[src/hdl/turfio_pkg.sv]
package turfio_pkg;

    ////////////////////////////////////////////////////////////
    // Bus widths
    ////////////////////////////////////////////////////////////

    // Byte address seen by the outside master
    localparam int WB_ADDR_WIDTH  = 14;
    localparam int WB_DATA_WIDTH  = 32;
    // Address space of one slave, 4 kB
    localparam int SLV_ADDR_WIDTH = 12;

    // Region select sits in address bits 13:12
    // Regions 2 and 3 have no slave behind them
    typedef enum logic [1:0] {
        REGION_ID  = 2'd0,
        REGION_CMD = 2'd1
    } region_e;

    ////////////////////////////////////////////////////////////
    // Register offsets
    ////////////////////////////////////////////////////////////

    // Identification region
    localparam logic [SLV_ADDR_WIDTH-1:0] ID_REG_IDENT    = 12'h000;
    localparam logic [SLV_ADDR_WIDTH-1:0] ID_REG_VERSION  = 12'h004;
    localparam logic [SLV_ADDR_WIDTH-1:0] ID_REG_CTRL     = 12'h008;
    // Command region
    localparam logic [SLV_ADDR_WIDTH-1:0] CMD_REG_COMMAND = 12'h000;

    ////////////////////////////////////////////////////////////
    // TURF commands
    ////////////////////////////////////////////////////////////

    // Opcode in command bits 31:28, unlisted codes act as NOP
    typedef enum logic [3:0] {
        CMD_NOP  = 4'd0,
        CMD_SYNC = 4'd1,
        CMD_PPS  = 4'd2,
        CMD_TRIG = 4'd3
    } cmd_op_e;

    // Trigger time is command bits 14:0
    localparam int TRIG_TIME_WIDTH = 15;

    // 16-cycle sync period
    localparam int SYNC_PERIOD_BITS  = 4;
    localparam int CLOCK_COUNT_WIDTH = 48;

endpackage

[src/hdl/pueo_command_decoder.sv]
`timescale 1ns/10ps
module pueo_command_decoder (
    input  logic                                    sysclk_i,
    input  logic                                    rst_n_i,
    input  logic [turfio_pkg::WB_DATA_WIDTH-1:0]    command_i,
    input  logic                                    command_valid_i,
    output logic                                    cmd_sync_o,
    output logic                                    cmd_pps_o,
    output logic [turfio_pkg::TRIG_TIME_WIDTH-1:0]  trig_time_o,
    output logic                                    trig_valid_o
);

    // Opcode out of the top nibble
    turfio_pkg::cmd_op_e op;
    logic                is_sync;
    logic                is_pps;
    logic                is_trig;

    assign op = turfio_pkg::cmd_op_e'(command_i[31:28]);

    always_comb begin
        is_sync = 1'b0;
        is_pps  = 1'b0;
        is_trig = 1'b0;
        case (op)
            turfio_pkg::CMD_SYNC: is_sync = 1'b1;
            turfio_pkg::CMD_PPS:  is_pps  = 1'b1;
            turfio_pkg::CMD_TRIG: is_trig = 1'b1;
            // NOP and unknown codes
            default: ;
        endcase
    end

    ////////////////////////////////////////////////////////////
    // One-cycle strobes
    ////////////////////////////////////////////////////////////
    always_ff @(posedge sysclk_i or negedge rst_n_i) begin
        if (!rst_n_i) begin
            cmd_sync_o   <= 1'b0;
            cmd_pps_o    <= 1'b0;
            trig_valid_o <= 1'b0;
        end else begin
            cmd_sync_o   <= command_valid_i & is_sync;
            cmd_pps_o    <= command_valid_i & is_pps;
            trig_valid_o <= command_valid_i & is_trig;
        end
    end

    // Trigger time holds until the next trigger
    always_ff @(posedge sysclk_i) begin
        if (command_valid_i && is_trig) begin
            trig_time_o <= command_i[turfio_pkg::TRIG_TIME_WIDTH-1:0];
        end
    end

endmodule

[src/hdl/pueo_turfio.sv]
`timescale 1ns/10ps
module pueo_turfio #(
    parameter logic [31:0] IDENT         = 32'h5446494F,
    parameter logic [3:0]  VER_MAJOR     = 4'd0,
    parameter logic [3:0]  VER_MINOR     = 4'd0,
    parameter logic [7:0]  VER_REV       = 8'd21,
    parameter logic [15:0] FIRMWARE_DATE = 16'd0
) (
    input  logic                                      sysclk_i,
    input  logic                                      rst_n_i,
    // Register bus from the outside master
    input  logic                                      wb_cyc_i,
    input  logic                                      wb_stb_i,
    input  logic                                      wb_we_i,
    input  logic [turfio_pkg::WB_ADDR_WIDTH-1:0]      wb_adr_i,
    input  logic [turfio_pkg::WB_DATA_WIDTH-1:0]      wb_dat_i,
    output logic [turfio_pkg::WB_DATA_WIDTH-1:0]      wb_dat_o,
    output logic                                      wb_ack_o,
    output logic                                      wb_err_o,
    // Decoded command outputs
    output logic                                      cmd_pps_o,
    output logic [turfio_pkg::TRIG_TIME_WIDTH-1:0]    trig_time_o,
    output logic                                      trig_valid_o,
    // Sync period and clock time
    output logic                                      sync_o,
    output logic [turfio_pkg::CLOCK_COUNT_WIDTH-1:0]  sysclk_count_o
);

    ////////////////////////////////////////////////////////////
    // Slave bus wires
    ////////////////////////////////////////////////////////////
    logic                                  id_stb;
    logic                                  cmd_stb;
    logic                                  slv_we;
    logic [turfio_pkg::SLV_ADDR_WIDTH-1:0] slv_adr;
    logic [turfio_pkg::WB_DATA_WIDTH-1:0]  slv_dat;
    logic [turfio_pkg::WB_DATA_WIDTH-1:0]  id_dat;
    logic [turfio_pkg::WB_DATA_WIDTH-1:0]  cmd_dat;
    logic                                  id_ack;
    logic                                  cmd_ack;

    // Command path
    logic [turfio_pkg::WB_DATA_WIDTH-1:0]  turf_command;
    logic                                  turf_command_valid;
    logic                                  turf_cmdsync;

    // Sync control levels
    logic                                  en_ext_sync;
    logic [7:0]                            sync_offset;
    logic [7:0]                            clock_offset;

    turfio_intercon u_intercon (
        .sysclk_i  (sysclk_i),
        .rst_n_i   (rst_n_i),
        .wb_cyc_i  (wb_cyc_i),
        .wb_stb_i  (wb_stb_i),
        .wb_we_i   (wb_we_i),
        .wb_adr_i  (wb_adr_i),
        .wb_dat_i  (wb_dat_i),
        .wb_dat_o  (wb_dat_o),
        .wb_ack_o  (wb_ack_o),
        .wb_err_o  (wb_err_o),
        .id_stb_o  (id_stb),
        .cmd_stb_o (cmd_stb),
        .slv_we_o  (slv_we),
        .slv_adr_o (slv_adr),
        .slv_dat_o (slv_dat),
        .id_dat_i  (id_dat),
        .cmd_dat_i (cmd_dat),
        .id_ack_i  (id_ack),
        .cmd_ack_i (cmd_ack)
    );

    // Identification and sync control, region 0
    tio_id_ctrl #(
        .IDENT         (IDENT),
        .VER_MAJOR     (VER_MAJOR),
        .VER_MINOR     (VER_MINOR),
        .VER_REV       (VER_REV),
        .FIRMWARE_DATE (FIRMWARE_DATE)
    ) u_id_ctrl (
        .sysclk_i       (sysclk_i),
        .rst_n_i        (rst_n_i),
        .stb_i          (id_stb),
        .we_i           (slv_we),
        .adr_i          (slv_adr),
        .dat_i          (slv_dat),
        .dat_o          (id_dat),
        .ack_o          (id_ack),
        .en_ext_sync_o  (en_ext_sync),
        .sync_offset_o  (sync_offset),
        .clock_offset_o (clock_offset)
    );

    // Command register, region 1
    turf_cmd_regs u_cmd_regs (
        .sysclk_i        (sysclk_i),
        .rst_n_i         (rst_n_i),
        .stb_i           (cmd_stb),
        .we_i            (slv_we),
        .adr_i           (slv_adr),
        .dat_i           (slv_dat),
        .dat_o           (cmd_dat),
        .ack_o           (cmd_ack),
        .command_o       (turf_command),
        .command_valid_o (turf_command_valid)
    );

    pueo_command_decoder u_decoder (
        .sysclk_i        (sysclk_i),
        .rst_n_i         (rst_n_i),
        .command_i       (turf_command),
        .command_valid_i (turf_command_valid),
        .cmd_sync_o      (turf_cmdsync),
        .cmd_pps_o       (cmd_pps_o),
        .trig_time_o     (trig_time_o),
        .trig_valid_o    (trig_valid_o)
    );

    turfio_sync_sysclk_count u_synccount (
        .sysclk_i       (sysclk_i),
        .rst_n_i        (rst_n_i),
        .sync_req_i     (turf_cmdsync),
        .en_ext_sync_i  (en_ext_sync),
        .sync_offset_i  (sync_offset),
        .clock_offset_i (clock_offset),
        .sync_o         (sync_o),
        .sysclk_count_o (sysclk_count_o)
    );

endmodule

[src/hdl/tio_id_ctrl.sv]
`timescale 1ns/10ps
module tio_id_ctrl #(
    parameter logic [31:0] IDENT         = 32'h5446494F,
    parameter logic [3:0]  VER_MAJOR     = 4'd0,
    parameter logic [3:0]  VER_MINOR     = 4'd0,
    parameter logic [7:0]  VER_REV       = 8'd21,
    parameter logic [15:0] FIRMWARE_DATE = 16'd0
) (
    input  logic                                   sysclk_i,
    input  logic                                   rst_n_i,
    input  logic                                   stb_i,
    input  logic                                   we_i,
    input  logic [turfio_pkg::SLV_ADDR_WIDTH-1:0]  adr_i,
    input  logic [turfio_pkg::WB_DATA_WIDTH-1:0]   dat_i,
    output logic [turfio_pkg::WB_DATA_WIDTH-1:0]   dat_o,
    output logic                                   ack_o,
    // Sync control levels
    output logic                                   en_ext_sync_o,
    output logic [7:0]                             sync_offset_o,
    output logic [7:0]                             clock_offset_o
);

    // Date up top, then major/minor/revision
    localparam logic [31:0] DATEVERSION = {FIRMWARE_DATE, VER_MAJOR, VER_MINOR, VER_REV};

    // First cycle of an access only
    logic                                  access;
    logic [turfio_pkg::WB_DATA_WIDTH-1:0]  rd_data;

    assign access = stb_i & ~ack_o;

    // Read mux, unknown offsets give zero
    always_comb begin
        case (adr_i)
            turfio_pkg::ID_REG_IDENT:   rd_data = IDENT;
            turfio_pkg::ID_REG_VERSION: rd_data = DATEVERSION;
            // Unused control bits read back as zero
            turfio_pkg::ID_REG_CTRL:
                rd_data = {8'h00, clock_offset_o, sync_offset_o, 7'h00, en_ext_sync_o};
            default:                    rd_data = '0;
        endcase
    end

    ////////////////////////////////////////////////////////////
    // Ack and control register
    ////////////////////////////////////////////////////////////
    always_ff @(posedge sysclk_i or negedge rst_n_i) begin
        if (!rst_n_i) begin
            ack_o          <= 1'b0;
            en_ext_sync_o  <= 1'b0;
            sync_offset_o  <= 8'h00;
            clock_offset_o <= 8'h00;
        end else begin
            ack_o <= access;
            // Control is the only writable offset
            if (access && we_i && adr_i == turfio_pkg::ID_REG_CTRL) begin
                en_ext_sync_o  <= dat_i[0];
                sync_offset_o  <= dat_i[15:8];
                clock_offset_o <= dat_i[23:16];
            end
        end
    end

    // Read data captured with the ack
    always_ff @(posedge sysclk_i) begin
        if (access) begin
            dat_o <= rd_data;
        end
    end

endmodule

[src/hdl/turf_cmd_regs.sv]
`timescale 1ns/10ps
module turf_cmd_regs (
    input  logic                                   sysclk_i,
    input  logic                                   rst_n_i,
    input  logic                                   stb_i,
    input  logic                                   we_i,
    input  logic [turfio_pkg::SLV_ADDR_WIDTH-1:0]  adr_i,
    input  logic [turfio_pkg::WB_DATA_WIDTH-1:0]   dat_i,
    output logic [turfio_pkg::WB_DATA_WIDTH-1:0]   dat_o,
    output logic                                   ack_o,
    // Command word toward the decoder
    output logic [turfio_pkg::WB_DATA_WIDTH-1:0]   command_o,
    output logic                                   command_valid_o
);

    logic access;
    logic cmd_hit;

    assign access  = stb_i & ~ack_o;
    assign cmd_hit = (adr_i == turfio_pkg::CMD_REG_COMMAND);

    // Address held by the master through the ack cycle
    assign dat_o = cmd_hit ? command_o : '0;

    always_ff @(posedge sysclk_i or negedge rst_n_i) begin
        if (!rst_n_i) begin
            ack_o           <= 1'b0;
            command_valid_o <= 1'b0;
            command_o       <= '0;
        end else begin
            ack_o <= access;
            // Strobe lines up with the write ack
            command_valid_o <= access & we_i & cmd_hit;
            if (access && we_i && cmd_hit) begin
                command_o <= dat_i;
            end
        end
    end

endmodule

[src/hdl/turfio_intercon.sv]
`timescale 1ns/10ps
module turfio_intercon (
    input  logic                                   sysclk_i,
    input  logic                                   rst_n_i,
    // Outside bus master
    input  logic                                   wb_cyc_i,
    input  logic                                   wb_stb_i,
    input  logic                                   wb_we_i,
    input  logic [turfio_pkg::WB_ADDR_WIDTH-1:0]   wb_adr_i,
    input  logic [turfio_pkg::WB_DATA_WIDTH-1:0]   wb_dat_i,
    output logic [turfio_pkg::WB_DATA_WIDTH-1:0]   wb_dat_o,
    output logic                                   wb_ack_o,
    output logic                                   wb_err_o,
    // Slave side, shared we/adr/dat
    output logic                                   id_stb_o,
    output logic                                   cmd_stb_o,
    output logic                                   slv_we_o,
    output logic [turfio_pkg::SLV_ADDR_WIDTH-1:0]  slv_adr_o,
    output logic [turfio_pkg::WB_DATA_WIDTH-1:0]   slv_dat_o,
    input  logic [turfio_pkg::WB_DATA_WIDTH-1:0]   id_dat_i,
    input  logic [turfio_pkg::WB_DATA_WIDTH-1:0]   cmd_dat_i,
    input  logic                                   id_ack_i,
    input  logic                                   cmd_ack_i
);

    // Live request from the master
    logic                  req;
    // Decoded region, held stable by the master until ack/err
    turfio_pkg::region_e   region;
    logic                  unmapped;

    assign req    = wb_cyc_i & wb_stb_i;
    assign region = turfio_pkg::region_e'(wb_adr_i[turfio_pkg::WB_ADDR_WIDTH-1 -: 2]);

    always_comb begin
        unmapped = 1'b0;
        case (region)
            turfio_pkg::REGION_ID:  unmapped = 1'b0;
            turfio_pkg::REGION_CMD: unmapped = 1'b0;
            default:                unmapped = 1'b1;
        endcase
    end

    // One slave strobe at most
    assign id_stb_o  = req & (region == turfio_pkg::REGION_ID);
    assign cmd_stb_o = req & (region == turfio_pkg::REGION_CMD);
    // Slave sees the low address bits only
    assign slv_we_o  = wb_we_i;
    assign slv_adr_o = wb_adr_i[turfio_pkg::SLV_ADDR_WIDTH-1:0];
    assign slv_dat_o = wb_dat_i;

    // Return path from the selected slave
    always_comb begin
        wb_ack_o = 1'b0;
        wb_dat_o = '0;
        case (region)
            turfio_pkg::REGION_ID: begin
                wb_ack_o = id_ack_i;
                wb_dat_o = id_dat_i;
            end
            turfio_pkg::REGION_CMD: begin
                wb_ack_o = cmd_ack_i;
                wb_dat_o = cmd_dat_i;
            end
            // Unmapped, data stays zero
            default: begin
                wb_ack_o = 1'b0;
                wb_dat_o = '0;
            end
        endcase
    end

    // Error for unmapped regions
    // one cycle after the request, single pulse
    always_ff @(posedge sysclk_i or negedge rst_n_i) begin
        if (!rst_n_i) begin
            wb_err_o <= 1'b0;
        end else begin
            wb_err_o <= req & unmapped & ~wb_err_o;
        end
    end

endmodule

[src/hdl/turfio_sync_sysclk_count.sv]
`timescale 1ns/10ps
module turfio_sync_sysclk_count (
    input  logic                                      sysclk_i,
    input  logic                                      rst_n_i,
    input  logic                                      sync_req_i,
    input  logic                                      en_ext_sync_i,
    input  logic [7:0]                                sync_offset_i,
    input  logic [7:0]                                clock_offset_i,
    output logic                                      sync_o,
    output logic [turfio_pkg::CLOCK_COUNT_WIDTH-1:0]  sysclk_count_o
);

    // Position inside the sync period
    logic [turfio_pkg::SYNC_PERIOD_BITS-1:0] phase;
    // Request only counts with external sync on
    logic                                    sync_accept;

    assign sync_accept = sync_req_i & en_ext_sync_i;

    // Sync marks the first cycle of the period
    assign sync_o = (phase == '0);

    always_ff @(posedge sysclk_i or negedge rst_n_i) begin
        if (!rst_n_i) begin
            phase          <= '0;
            sysclk_count_o <= '0;
        end else if (sync_accept) begin
            // Realign phase and clock time
            phase          <= sync_offset_i[turfio_pkg::SYNC_PERIOD_BITS-1:0];
            sysclk_count_o <= {{(turfio_pkg::CLOCK_COUNT_WIDTH-8){1'b0}}, clock_offset_i};
        end else begin
            // Phase wraps on its own width
            phase          <= phase + 1'b1;
            sysclk_count_o <= sysclk_count_o + 1'b1;
        end
    end

endmodule

[config.mk]
export PLATFORM = sky130hd
export DESIGN_NAME = pueo_turfio
export DESIGN_NICKNAME = d
export VERILOG_FILES = /design/src/hdl/turfio_pkg.sv /design/src/hdl/pueo_command_decoder.sv /design/src/hdl/pueo_turfio.sv /design/src/hdl/tio_id_ctrl.sv /design/src/hdl/turf_cmd_regs.sv /design/src/hdl/turfio_intercon.sv /design/src/hdl/turfio_sync_sysclk_count.sv
export SDC_FILE = /design/constraint.sdc
export NUM_CORES = 1
export LEC_CHECK = 0
export ABC_AREA = 1
export BUFFER_PORTS_ARGS = -buffer_cell sky130_fd_sc_hd__buf_2
export CELL_PAD_IN_SITES_DETAIL_PLACEMENT = 0
export CELL_PAD_IN_SITES_GLOBAL_PLACEMENT = 1
export CORE_MARGIN = 1
export CORE_UTILIZATION = 42
export CTS_BUF_LIST = sky130_fd_sc_hd__clkbuf_4 sky130_fd_sc_hd__clkbuf_8
export DETAILED_ROUTE_END_ITERATION = 10
export HOLD_SLACK_MARGIN = 0.12
export PLACE_DENSITY = 0.89
export SLEW_MARGIN = 20
export SYNTH_ARGS = -nofsm -noshare
export SYNTH_HDL_FRONTEND = slang
export SYNTH_SLANG_ARGS = --single-unit
[constraint.sdc]
create_clock -name sysclk_i -period 3.1 [get_ports sysclk_i]
set_input_delay 0.31 -clock sysclk_i [delete_from_list [all_inputs] [get_ports sysclk_i]]
set_output_delay 0.31 -clock sysclk_i [all_outputs]
set_load 0.1 [all_outputs]
==> results of run 1 <==
==> what timing repair did <==
item | CTS | global route
hold buffers | 34 | 0
hold endpoints to repair | 158 | 0
setup endpoints to repair | 0 | 0
gates resized for setup | 0 | 0
==> worst paths after layout <==
check	start	to	slack [ns]
min in group asynchronous	rst_n_i	u_synccount.sysclk_count_o[13]	0.48
worst max register to register	u_id_ctrl.en_ext_sync_o	u_synccount.sysclk_count_o[18]	1.17
worst min-delay path	wb_stb_i	u_cmd_regs.ack_o	0.18
worst max-delay path	wb_adr_i[13]	wb_dat_o[14]	0.48
worst min register to register	u_cmd_regs.command_o[28]	u_decoder.cmd_pps_o	0.44
max in group asynchronous	rst_n_i	u_id_ctrl.clock_offset_o[6]	2.18
==> area by class of cell <==
| class | count | area (µm²) | area share |
|---|---|---|---|
| clock inverter | 15 | 275 | 0.0296 |
| timing repair buffer | 192 | 1570 | 0.168 |
| inverter | 101 | 379 | 0.0408 |
| sequential | 143 | 3750 | 0.404 |
| multi-input combinational | 585 | 2820 | 0.303 |
| clock buffer | 17 | 234 | 0.0252 |
| tap | 216 | 270 | 0.0291 |
==> kinds of logic (layout without fill, tap and decap cells) <==
logic type / Yosys count / count (layout) / share of synthesized area
and+or+nand+nor: 447 / 447 / 0.265
xor gates and xnor gates: 8 / 8 / 0.00998
adders and majority gates: 3 / 3 / 0.00535
buffers and inverters: 128 / 325 / 0.0775
AOI/OAI and AO/OA: 127 / 127 / 0.107
DFF: 143 / 143 / 0.534
==> report_power, final <==
part           switching [µW]  internal, µW  total (µW)  leakage (µW)
combinational            89.8          64.0         154       0.00248
clock                     775          1130        1910      0.000252
sequential               1.22          1920        1920       0.00164
total                     866          3120        3990       0.00437
==> tightest hold or removal path, cell delays in order <==
cell     delay, ns
buf_2         0.09
nand2_1       0.13
nor3_4        0.06
==> layout by cell type (no fill, tap or decap), types with 6 or more instances in the layout <==
master,instances
nand2_1,232
nor2_1,133
buf_2,124
dfrtp_1,108
inv_1,98
o21ai_1,39
o21ai_0,35
edfxtp_1,35
dlygate4sd3_1,34
nand3_1,32
buf_12,28
a21oi_1,20
clkbuf_8,17
o31ai_2,15
nor2_2,10
o31ai_1,10
nand4_1,9
nor3_2,7
bufinv_16,7
nor3_1,6
inv_6,6
buf_4,6
==> sequential cells by signal, summed over array words and instances, names as in the netlist <==
signal / count
u_cmd_regs.ack_o: 1
u_cmd_regs.command_o: 32
u_cmd_regs.command_valid_o: 1
u_decoder.cmd_pps_o: 1
u_decoder.cmd_sync_o: 1
u_decoder.trig_time_o: 15
u_decoder.trig_valid_o: 1
u_id_ctrl.ack_o: 1
u_id_ctrl.clock_offset_o: 8
u_id_ctrl.dat_o: 20
u_id_ctrl.en_ext_sync_o: 1
u_id_ctrl.sync_offset_o: 8
u_intercon.wb_err_o: 1
u_synccount.phase: 4
u_synccount.sysclk_count_o: 48
==> stage by stage <==
step	cells	power, µW	setup TNS [ns]	worst slack [ns]	hold WS [ns]
after global routing	1269	4110	0	0.383	0.162
after floorplan	856	2000	-4.65	-0.465	0.0144
after global placement	1203	2080	0	0.758	0.409
final	1269	3990	0	0.481	0.182
after CTS	1269	4020	0	0.498	0.155
after detailed placement	1203	2080	0	0.711	0.424
==> per-layer routing <==
layer | vias up | global-route usage | wire length, µm
met5 | - | 0 | 0
met1 | 2929 | 0.309 | 8670
met2 | 152 | 0.367 | 9110
met4 | 0 | 0.0917 | 450
met3 | 37 | 0.0394 | 745
li1 | 3117 | - | -
==> flow_summary.json, run 1 <==
{
  "netlist_area_mm2": 0.00702,
  "ys_ff_latch": 143,
  "syn2layout_area_growth_pct": 32.4,
  "yosysSeqAreaShare": 0.534,
  "synth_warnings": 0,
  "boundaryPins": 151,
  "peakVddDrop_uv": 372,
  "yosysMostFrequentCell": "nand2_1",
  "cp-end-kind": "primary output",
  "setup_viol": 0,
  "std_cell_rows": 46,
  "syn_inst": 856,
  "wirelength_mm": 19.0,
  "synth.distinct_cells": 36,
  "path_depth": 6,
  "grt_start_max_net_pins": 109,
  "fp.dieH_um": 131,
  "dpl_cell_area_mm2": 0.00845,
  "core-area_mm2": 0.0161,
  "worst-path-buf-inv": 4,
  "netlist_top_cells_area": "dfrtp_1 38%, edfxtp_1 15%, nand2_1 12%",
  "antenna_found_initial": 0,
  "cpPeakStageDelay_ns": 0.60,
  "via_per_inst": 4.91,
  "power.density_mw_per_mm2": 429,
  "ctsRootBufferMaster": "clkbuf_8",
  "dpl.hpwl_mm": 13.4,
  "synth_edf_count": 35,
  "timing.final.hold_violations": 0,
  "synth.avg_cell_area_um2": 8.20,
  "required_ns": 2.79,
  "fin_crit_ns": 2.62,
  "wl_per_cell_um": 14.9,
  "cts_setup_buffers": 0,
  "gp_congestion": 0.914,
  "path_clk_slew_ns": 0.08,
  "worstRegToRegCells": 5,
  "cts_tree": "yes",
  "antenna_left": 0,
  "fin_util": 0.577,
  "synth_async_sr_flop_share": 0.755,
  "fillers": 1469,
  "synth_nets": 910,
  "critPathSlowestCell": "o31ai_1",
  "period_share": 0.845,
  "io_buffer_count": 150,
  "cp-start-kind": "input pin",
  "layout-drive-gt1-share": 0.228,
  "n_antenna_cell": 0,
  "worstPathCellList": "dlygate4sd3_1 > buf_2 > nor2_2 > inv_2 > o31ai_1 > buf_12",
  "die_area_mm2": 0.0172,
  "grt_pass1_wl_mm": 31.0,
  "cap_viol_max_count": 0,
  "path_class": "input pin to primary output",
  "p_leak_uw": 0.00437,
  "yosys.area.top_type": "dfrtp_1",
  "vias": 6235,
  "num-nets-final": 1094,
  "cp.arrival_ns": 2.31,
  "synth_ff_type": "dfrtp_1",
  "clk_latency_ns": 0.45,
  "dr.pass1.iters": 5,
  "hold_depth": 3,
  "overflow": 0,
  "finalClockSkew_ns": 0.0128,
  "fin_area_mm2": 0.00930,
  "cts_max_level": 4,
  "hold_class": "input pin to flop",
  "run_status": "finished clean",
  "cts.sinks": 143,
  "max_freq_mhz": 382,
  "cts_buffer_depth": 2,
  "synth_top_area_frac": 0.385,
  "grt_util_all_layers": 0.229,
  "initial_core_util": 0.436,
  "timing.slew.headroom": 0.439,
  "crit_family": "buffers and inverters",
  "drcViolationCount": 0,
  "grt_pass1_vias": 6027,
  "rsz0062_at_grt": "false",
  "max_slew.worst_pin.slew_ns": 0.841,
  "cts_inserted_buffers": 17,
  "drt-initial-drc-count": 389,
  "synth_commonest_cells": "232 x nand2_1, 134 x nor2_1, 108 x dfrtp_1",
  "slew_violations": 0,
  "cp_max_fo": 33,
  "die_w_um": 131
}
Note: power is estimated with default switching activity, not from simulation.
==> run 2, diff against run 1 <==
clock period = 2.5 ns   (was 3.1 ns; I/O delays follow)
==> flow_summary.json, run 2 (synthesized netlist as in run 1, its figures left out) <==
{
  "critPathSlowestCell": "dlygate4sd3_1",
  "drt-initial-drc-count": 362,
  "dpl.hpwl_mm": 14.0,
  "cp_max_fo": 11,
  "required_ns": 2.25,
  "n_antenna_cell": 0,
  "die_area_mm2": 0.0172,
  "max_freq_mhz": 410,
  "drcViolationCount": 0,
  "reg_top3": "u_synccount.sysclk_count_o: 48 flops, u_cmd_regs.command_o: 32 flops, u_id_ctrl.dat_o: 20 flops",
  "slew_violations": 0,
  "hold_slack_ns": 0.160,
  "cap_viol_max_count": 0,
  "holdPathEnd": "u_intercon.wb_err_o",
  "fin_util": 0.587,
  "hold_class": "input pin to flop",
  "path_class": "input pin to primary output",
  "rsz0062_at_grt": "false",
  "largest-register": "u_synccount.sysclk_count_o",
  "crit_top_cell": "buf_4",
  "wirelength_mm": 19.5,
  "vias": 6298,
  "boundaryPins": 151,
  "std_cell_rows": 46,
  "core-area_mm2": 0.0161,
  "wl_per_cell_um": 15.2,
  "grt_util_all_layers": 0.238,
  "r2r_start": "u_synccount.sysclk_count_o[1]",
  "period_share": 0.975,
  "pre_cts_ws_ns": 0.229,
  "cts_inserted_buffers": 17,
  "syn2layout_area_growth_pct": 34.7,
  "cp-end-kind": "primary output",
  "via_per_inst": 4.91,
  "hp-start": "wb_cyc_i",
  "worst-path-buf-inv": 5,
  "worstRegToRegCells": 8,
  "die_w_um": 131,
  "ctsRootBufferMaster": "clkbuf_8",
  "cp-start-kind": "input pin",
  "grt_start_max_net_pins": 48,
  "timing.final.hold_violations": 0,
  "final_cell_count_no_fill": 1283,
  "p_leak_uw": 0.00439,
  "cpPeakStageDelay_ns": 0.54,
  "fin_crit_ns": 2.44,
  "cts_tree": "yes",
  "fp.dieH_um": 131,
  "cts.sinks": 143,
  "reg2reg_to": "u_synccount.sysclk_count_o[46]",
  "crit_family": "buffers and inverters",
  "cp.arrival_ns": 2.19,
  "path_clk_slew_ns": 0.08,
  "antenna_found_initial": 0,
  "max_slew.worst_pin.slew_ns": 0.556,
  "antenna_left": 0,
  "largest_register_ffs": 48,
  "dpl_cell_area_mm2": 0.00868,
  "grt_pass1_vias": 6113,
  "io_buffer_count": 150,
  "power.density_mw_per_mm2": 471,
  "num-nets-final": 1108,
  "clk_latency_ns": 0.45,
  "fillers": 1474,
  "cts_max_level": 4,
  "dr.pass1.iters": 5,
  "fin_area_mm2": 0.00946,
  "overflow": 0,
  "peakVddDrop_uv": 334,
  "worstPathCellList": "dlygate4sd3_1 > buf_2 > nor2_2 > buf_4 > nand2_1 > buf_4 > o31ai_4 > buf_12",
  "setup_viol": 0,
  "grt_pass1_wl_mm": 31.9,
  "place_inst": 1214,
  "run_status": "finished clean",
  "layout_setup_ws_ns": 0.0636,
  "timing.slew.headroom": 0.629,
  "hold_depth": 5,
  "final_common_cell": "nand2_1",
  "rrSetupSlack_ns": 0.66,
  "gp_congestion": 0.912,
  "layout-drive-gt1-share": 0.241,
  "cts_buffer_depth": 2,
  "finalClockSkew_ns": 0.00939,
  "initial_core_util": 0.436,
  "final_cell_mix": "232 x nand2_1, 133 x nor2_1, 125 x buf_2, 108 x dfrtp_1, 98 x inv_1"
}
[run 2: where the power goes]
group / switching [µW] / internal, µW / total [µW] / leakage (µW)
registers: 1.39 / 2380 / 2390 / 0.00164
clock network: 918 / 942 / 1860 / 0.000198
logic: 125 / 89.4 / 215 / 0.00255
total: 1040 / 3420 / 4460 / 0.00439
[run 2: worst min-delay path, cell delays in order]
cell and delay (ns):
buf_2 0.10, nand2_1 0.09, inv_1 0.06, nand2_1 0.05
nor2_1 0.03
[run 2: timing repair]
item | in CTS | in global routing
setup buffers | 0 | 0
gates resized for setup | 0 | 6
endpoints found under the hold margin | 80 | 0
endpoints found under the setup margin | 0 | 5
hold buffers | 37 | 0
[run 2: worst max path at each step]
stage / from / cells after the start / slack, ns / endpoint
6_report: wb_adr_i[13] / 8 / 0.06 / wb_dat_o[26]
5_1_grt: wb_adr_i[13] / 6 / 0.001 / wb_dat_o[22]
4_1_cts: wb_adr_i[13] / 7 / 0.02 / wb_dat_o[24]
3_5_place_dp: wb_adr_i[1] / 7 / 0.23 / wb_dat_o[8]
3_3_place_gp: wb_adr_i[1] / 7 / 0.26 / wb_dat_o[8]
2_1_floorplan: wb_adr_i[1] / 5 / -0.71 / wb_dat_o[24]
[run 2: layout make-up]
| cell class | instances | area [µm²] | share of cell area |
|---|---|---|---|
| Clock buffer | 20 | 263 | 0.0278 |
| Sequential cell | 143 | 3750 | 0.397 |
| Tap cell | 216 | 270 | 0.0286 |
| Inverter | 101 | 379 | 0.0401 |
| Timing Repair Buffer | 206 | 1590 | 0.168 |
| Multi-Input combinational cell | 585 | 3070 | 0.325 |
| Clock inverter | 12 | 136 | 0.0144 |
[run 2: metal layers]
layer / vias to the layer above / track usage / routed length, µm
met5: - / 0 / 0
met2: 169 / 0.383 / 9210
met3: 29 / 0.0386 / 881
li1: 3155 / - / -
met1: 2945 / 0.323 / 8970
met4: 0 / 0.0853 / 409
[run 2: stage by stage]
stage / TNS (ns) / power (µW)
2_1_floorplan: -3.97 / 2490
3_3_place_gp: 0 / 2600
3_5_place_dp: 0 / 2600
4_1_cts: 0 / 4500
5_1_grt: 0 / 4630
6_report: 0 / 4460
==> run 3, diff against run 2 <==
ABC_AREA = unset   (was 1)
CORE_UTILIZATION = 44   (was 42)
PLACE_DENSITY = 0.88   (was 0.89)
==> flow_summary.json, run 3 <==
{
  "run_status": "finished clean",
  "grt_pass1_vias": 5053,
  "power.density_mw_per_mm2": 526,
  "hold_class": "input pin to flop",
  "yosys.area_share.xor_xnor": 0.0488,
  "slew_violations": 0,
  "cp-start-kind": "input pin",
  "ys_ff_latch": 143,
  "die_w_um": 123,
  "max_slew.worst_pin.slew_ns": 0.743,
  "layout_setup_ws_ns": 0.0818,
  "synth.distinct_cells": 45,
  "synth_commonest_cells": "108 x dfrtp_1, 53 x nand2_1, 46 x nor2_1",
  "std_cell_rows": 43,
  "syn2layout_area_growth_pct": 37.1,
  "synth_compound_gate_area_share": 0.0539,
  "dpl.hpwl_mm": 11.4,
  "holdPathEnd": "u_intercon.wb_err_o",
  "cts_buffer_depth": 2,
  "n_antenna_cell": 0,
  "multi_input_area_mm2": 0.00261,
  "io_buffer_count": 150,
  "synthSimpleGateAreaFrac": 0.177,
  "rrSetupSlack_ns": 0.30,
  "antenna_left": 0,
  "period_share": 0.967,
  "synth_edf_count": 35,
  "synth.avg_cell_area_um2": 12.0,
  "rsz0062_at_grt": "false",
  "cp.arrival_ns": 2.17,
  "cts.sinks": 143,
  "cp-end-kind": "primary output",
  "path_class": "input pin to primary output",
  "finalClockSkew_ns": 0.0154,
  "syn_inst": 536,
  "path_clk_slew_ns": 0.09,
  "grt_pass1_wl_mm": 26.8,
  "reg_top3": "u_synccount.sysclk_count_o: 48 flops, u_cmd_regs.command_o: 32 flops, u_id_ctrl.dat_o: 20 flops",
  "pre_cts_ws_ns": 0.193,
  "hold_depth": 3,
  "timing.final.hold_violations": 0,
  "setup_viol": 0,
  "yosysSeqAreaShare": 0.581,
  "ctsRootBufferMaster": "clkbuf_8",
  "reg2reg_to": "u_synccount.sysclk_count_o[42]",
  "initial_core_util": 0.458,
  "required_ns": 2.25,
  "wl_met1_mm": 6.94,
  "register_area_mm2": 0.00377,
  "grt_util_all_layers": 0.237,
  "cp_max_fo": 19,
  "netlist_top_cells_area": "dfrtp_1 42%, edfxtp_1 16%, mux2_4 6.7%",
  "drt-initial-drc-count": 371,
  "drcViolationCount": 0,
  "p_leak_uw": 0.00422,
  "route.met2.wl_mm": 8.33,
  "synth_fa_ha_area_frac": 0.00581,
  "r2r_start": "u_synccount.sysclk_count_o[7]",
  "wirelength_mm": 16.8,
  "synth_nets": 590,
  "dr.pass1.iters": 5,
  "final_common_cell": "buf_2",
  "gp_congestion": 0.849,
  "synth_async_sr_flop_share": 0.755,
  "fin_util": 0.628,
  "fin_crit_ns": 2.42,
  "dr.max_layer_used": "met4",
  "overflow": 0,
  "yosys.area.top_type": "dfrtp_1",
  "synth_warnings": 0,
  "vias": 5053,
  "setup_tns_ns": 0,
  "via_per_inst": 5.42,
  "synth_top_area_frac": 0.418,
  "fillers": 1081,
  "die_area_mm2": 0.0152,
  "final_cell_mix": "117 x buf_2, 96 x dfrtp_1, 53 x nand2_1, 45 x nor2_1, 36 x dlygate4sd3_1",
  "wl_per_cell_um": 18.0,
  "netlist_area_mm2": 0.00646,
  "fp.dieH_um": 123,
  "clk_latency_ns": 0.45,
  "largest_register_ffs": 48,
  "cts_inserted_buffers": 17,
  "yosysMostFrequentCell": "dfrtp_1",
  "startpoint": "wb_adr_i[2]",
  "hold_slack_ns": 0.171,
  "max_freq_mhz": 414,
  "synth_ff_type": "dfrtp_1",
  "largest-register": "u_synccount.sysclk_count_o",
  "peakVddDrop_uv": 305,
  "num-nets-final": 793,
  "timing.slew.headroom": 0.505,
  "cts_setup_buffers": 0,
  "grt_start_max_net_pins": 53,
  "antenna_found_initial": 0,
  "core-area_mm2": 0.0141,
  "synth_top_family_by_area": "simple AND/OR/NAND/NOR gates",
  "worstRegToRegCells": 5,
  "cap_viol_max_count": 0,
  "layout-drive-gt1-share": 0.398,
  "boundaryPins": 151,
  "dr_wl_met3_mm": 1.29,
  "cts_tree": "yes",
  "synthMuxAreaShare": 0.108,
  "hp-start": "wb_stb_i",
  "cts_max_level": 4
}
==> run 3: what timing repair did <==
| item | 4_1_cts | 5_1_grt |
|---|---|---|
| endpoints found under the hold margin | 102 | 0 |
| hold buffers | 36 | 0 |
| resized for setup | 0 | 0 |
==> run 3: power breakdown <==
part	switching (µW)	internal, µW	total [µW]
logic	137	103	240
registers	1.96	2390	2390
clock network	981	1050	2030
==> run 3: final cells by class <==
type | instances | share of cell area
Clock inverter | 14 | 0.0218
Sequential cell | 143 | 0.426
Inverter | 9 | 0.00396
Tap cell | 180 | 0.0254
Timing Repair Buffer | 207 | 0.201
Clock buffer | 18 | 0.0280
Multi-Input combinational cell | 361 | 0.294
==> run 3: worst max-delay path by stage <==
stage | slack (ns) | depth (start not counted) | end
after floorplan | 0.03 | 7 | wb_dat_o[1]
after global placement | 0.25 | 8 | wb_dat_o[4]
after detailed placement | 0.19 | 8 | wb_dat_o[4]
after CTS | 0.08 | 7 | wb_dat_o[30]
after global routing | 0.01 | 7 | wb_dat_o[6]
final | 0.08 | 7 | wb_dat_o[23]
==> run 3: kinds of logic after synthesis <==
| group | after synthesis |
|---|---|
| xor+xnor | 36 |
| simple gates | 220 |
| mux | 53 |
| buf+inv | 32 |
| compound gates | 49 |
| flops | 143 |
| fa+ha+maj | 3 |
==> run 3: per-stage QoR <==
stage          cell area (µm²)  power [µW]  instances
2_1_floorplan             6530        2500        536
3_3_place_gp              8050        2630        864
3_5_place_dp              8050        2630        864
4_1_cts                   8850        4710        932
5_1_grt                   8850        4820        932
6_report                  8850        4660        932
==> run 3: worst max-delay path, cell delays in order <==
cell	delay (ns)
dlygate4sd3_1	0.54
buf_2	0.14
or3_1	0.44
nor2_2	0.15
buf_4	0.23
a22o_2	0.22
buf_12	0.18
==> run 3: per-layer routing <==
metal  vias to the layer above  track usage
met1                      2478        0.304
met3                        21       0.0609
li1                       2325            -
met2                       229        0.395
met5                         -            0
met4                         0       0.0708
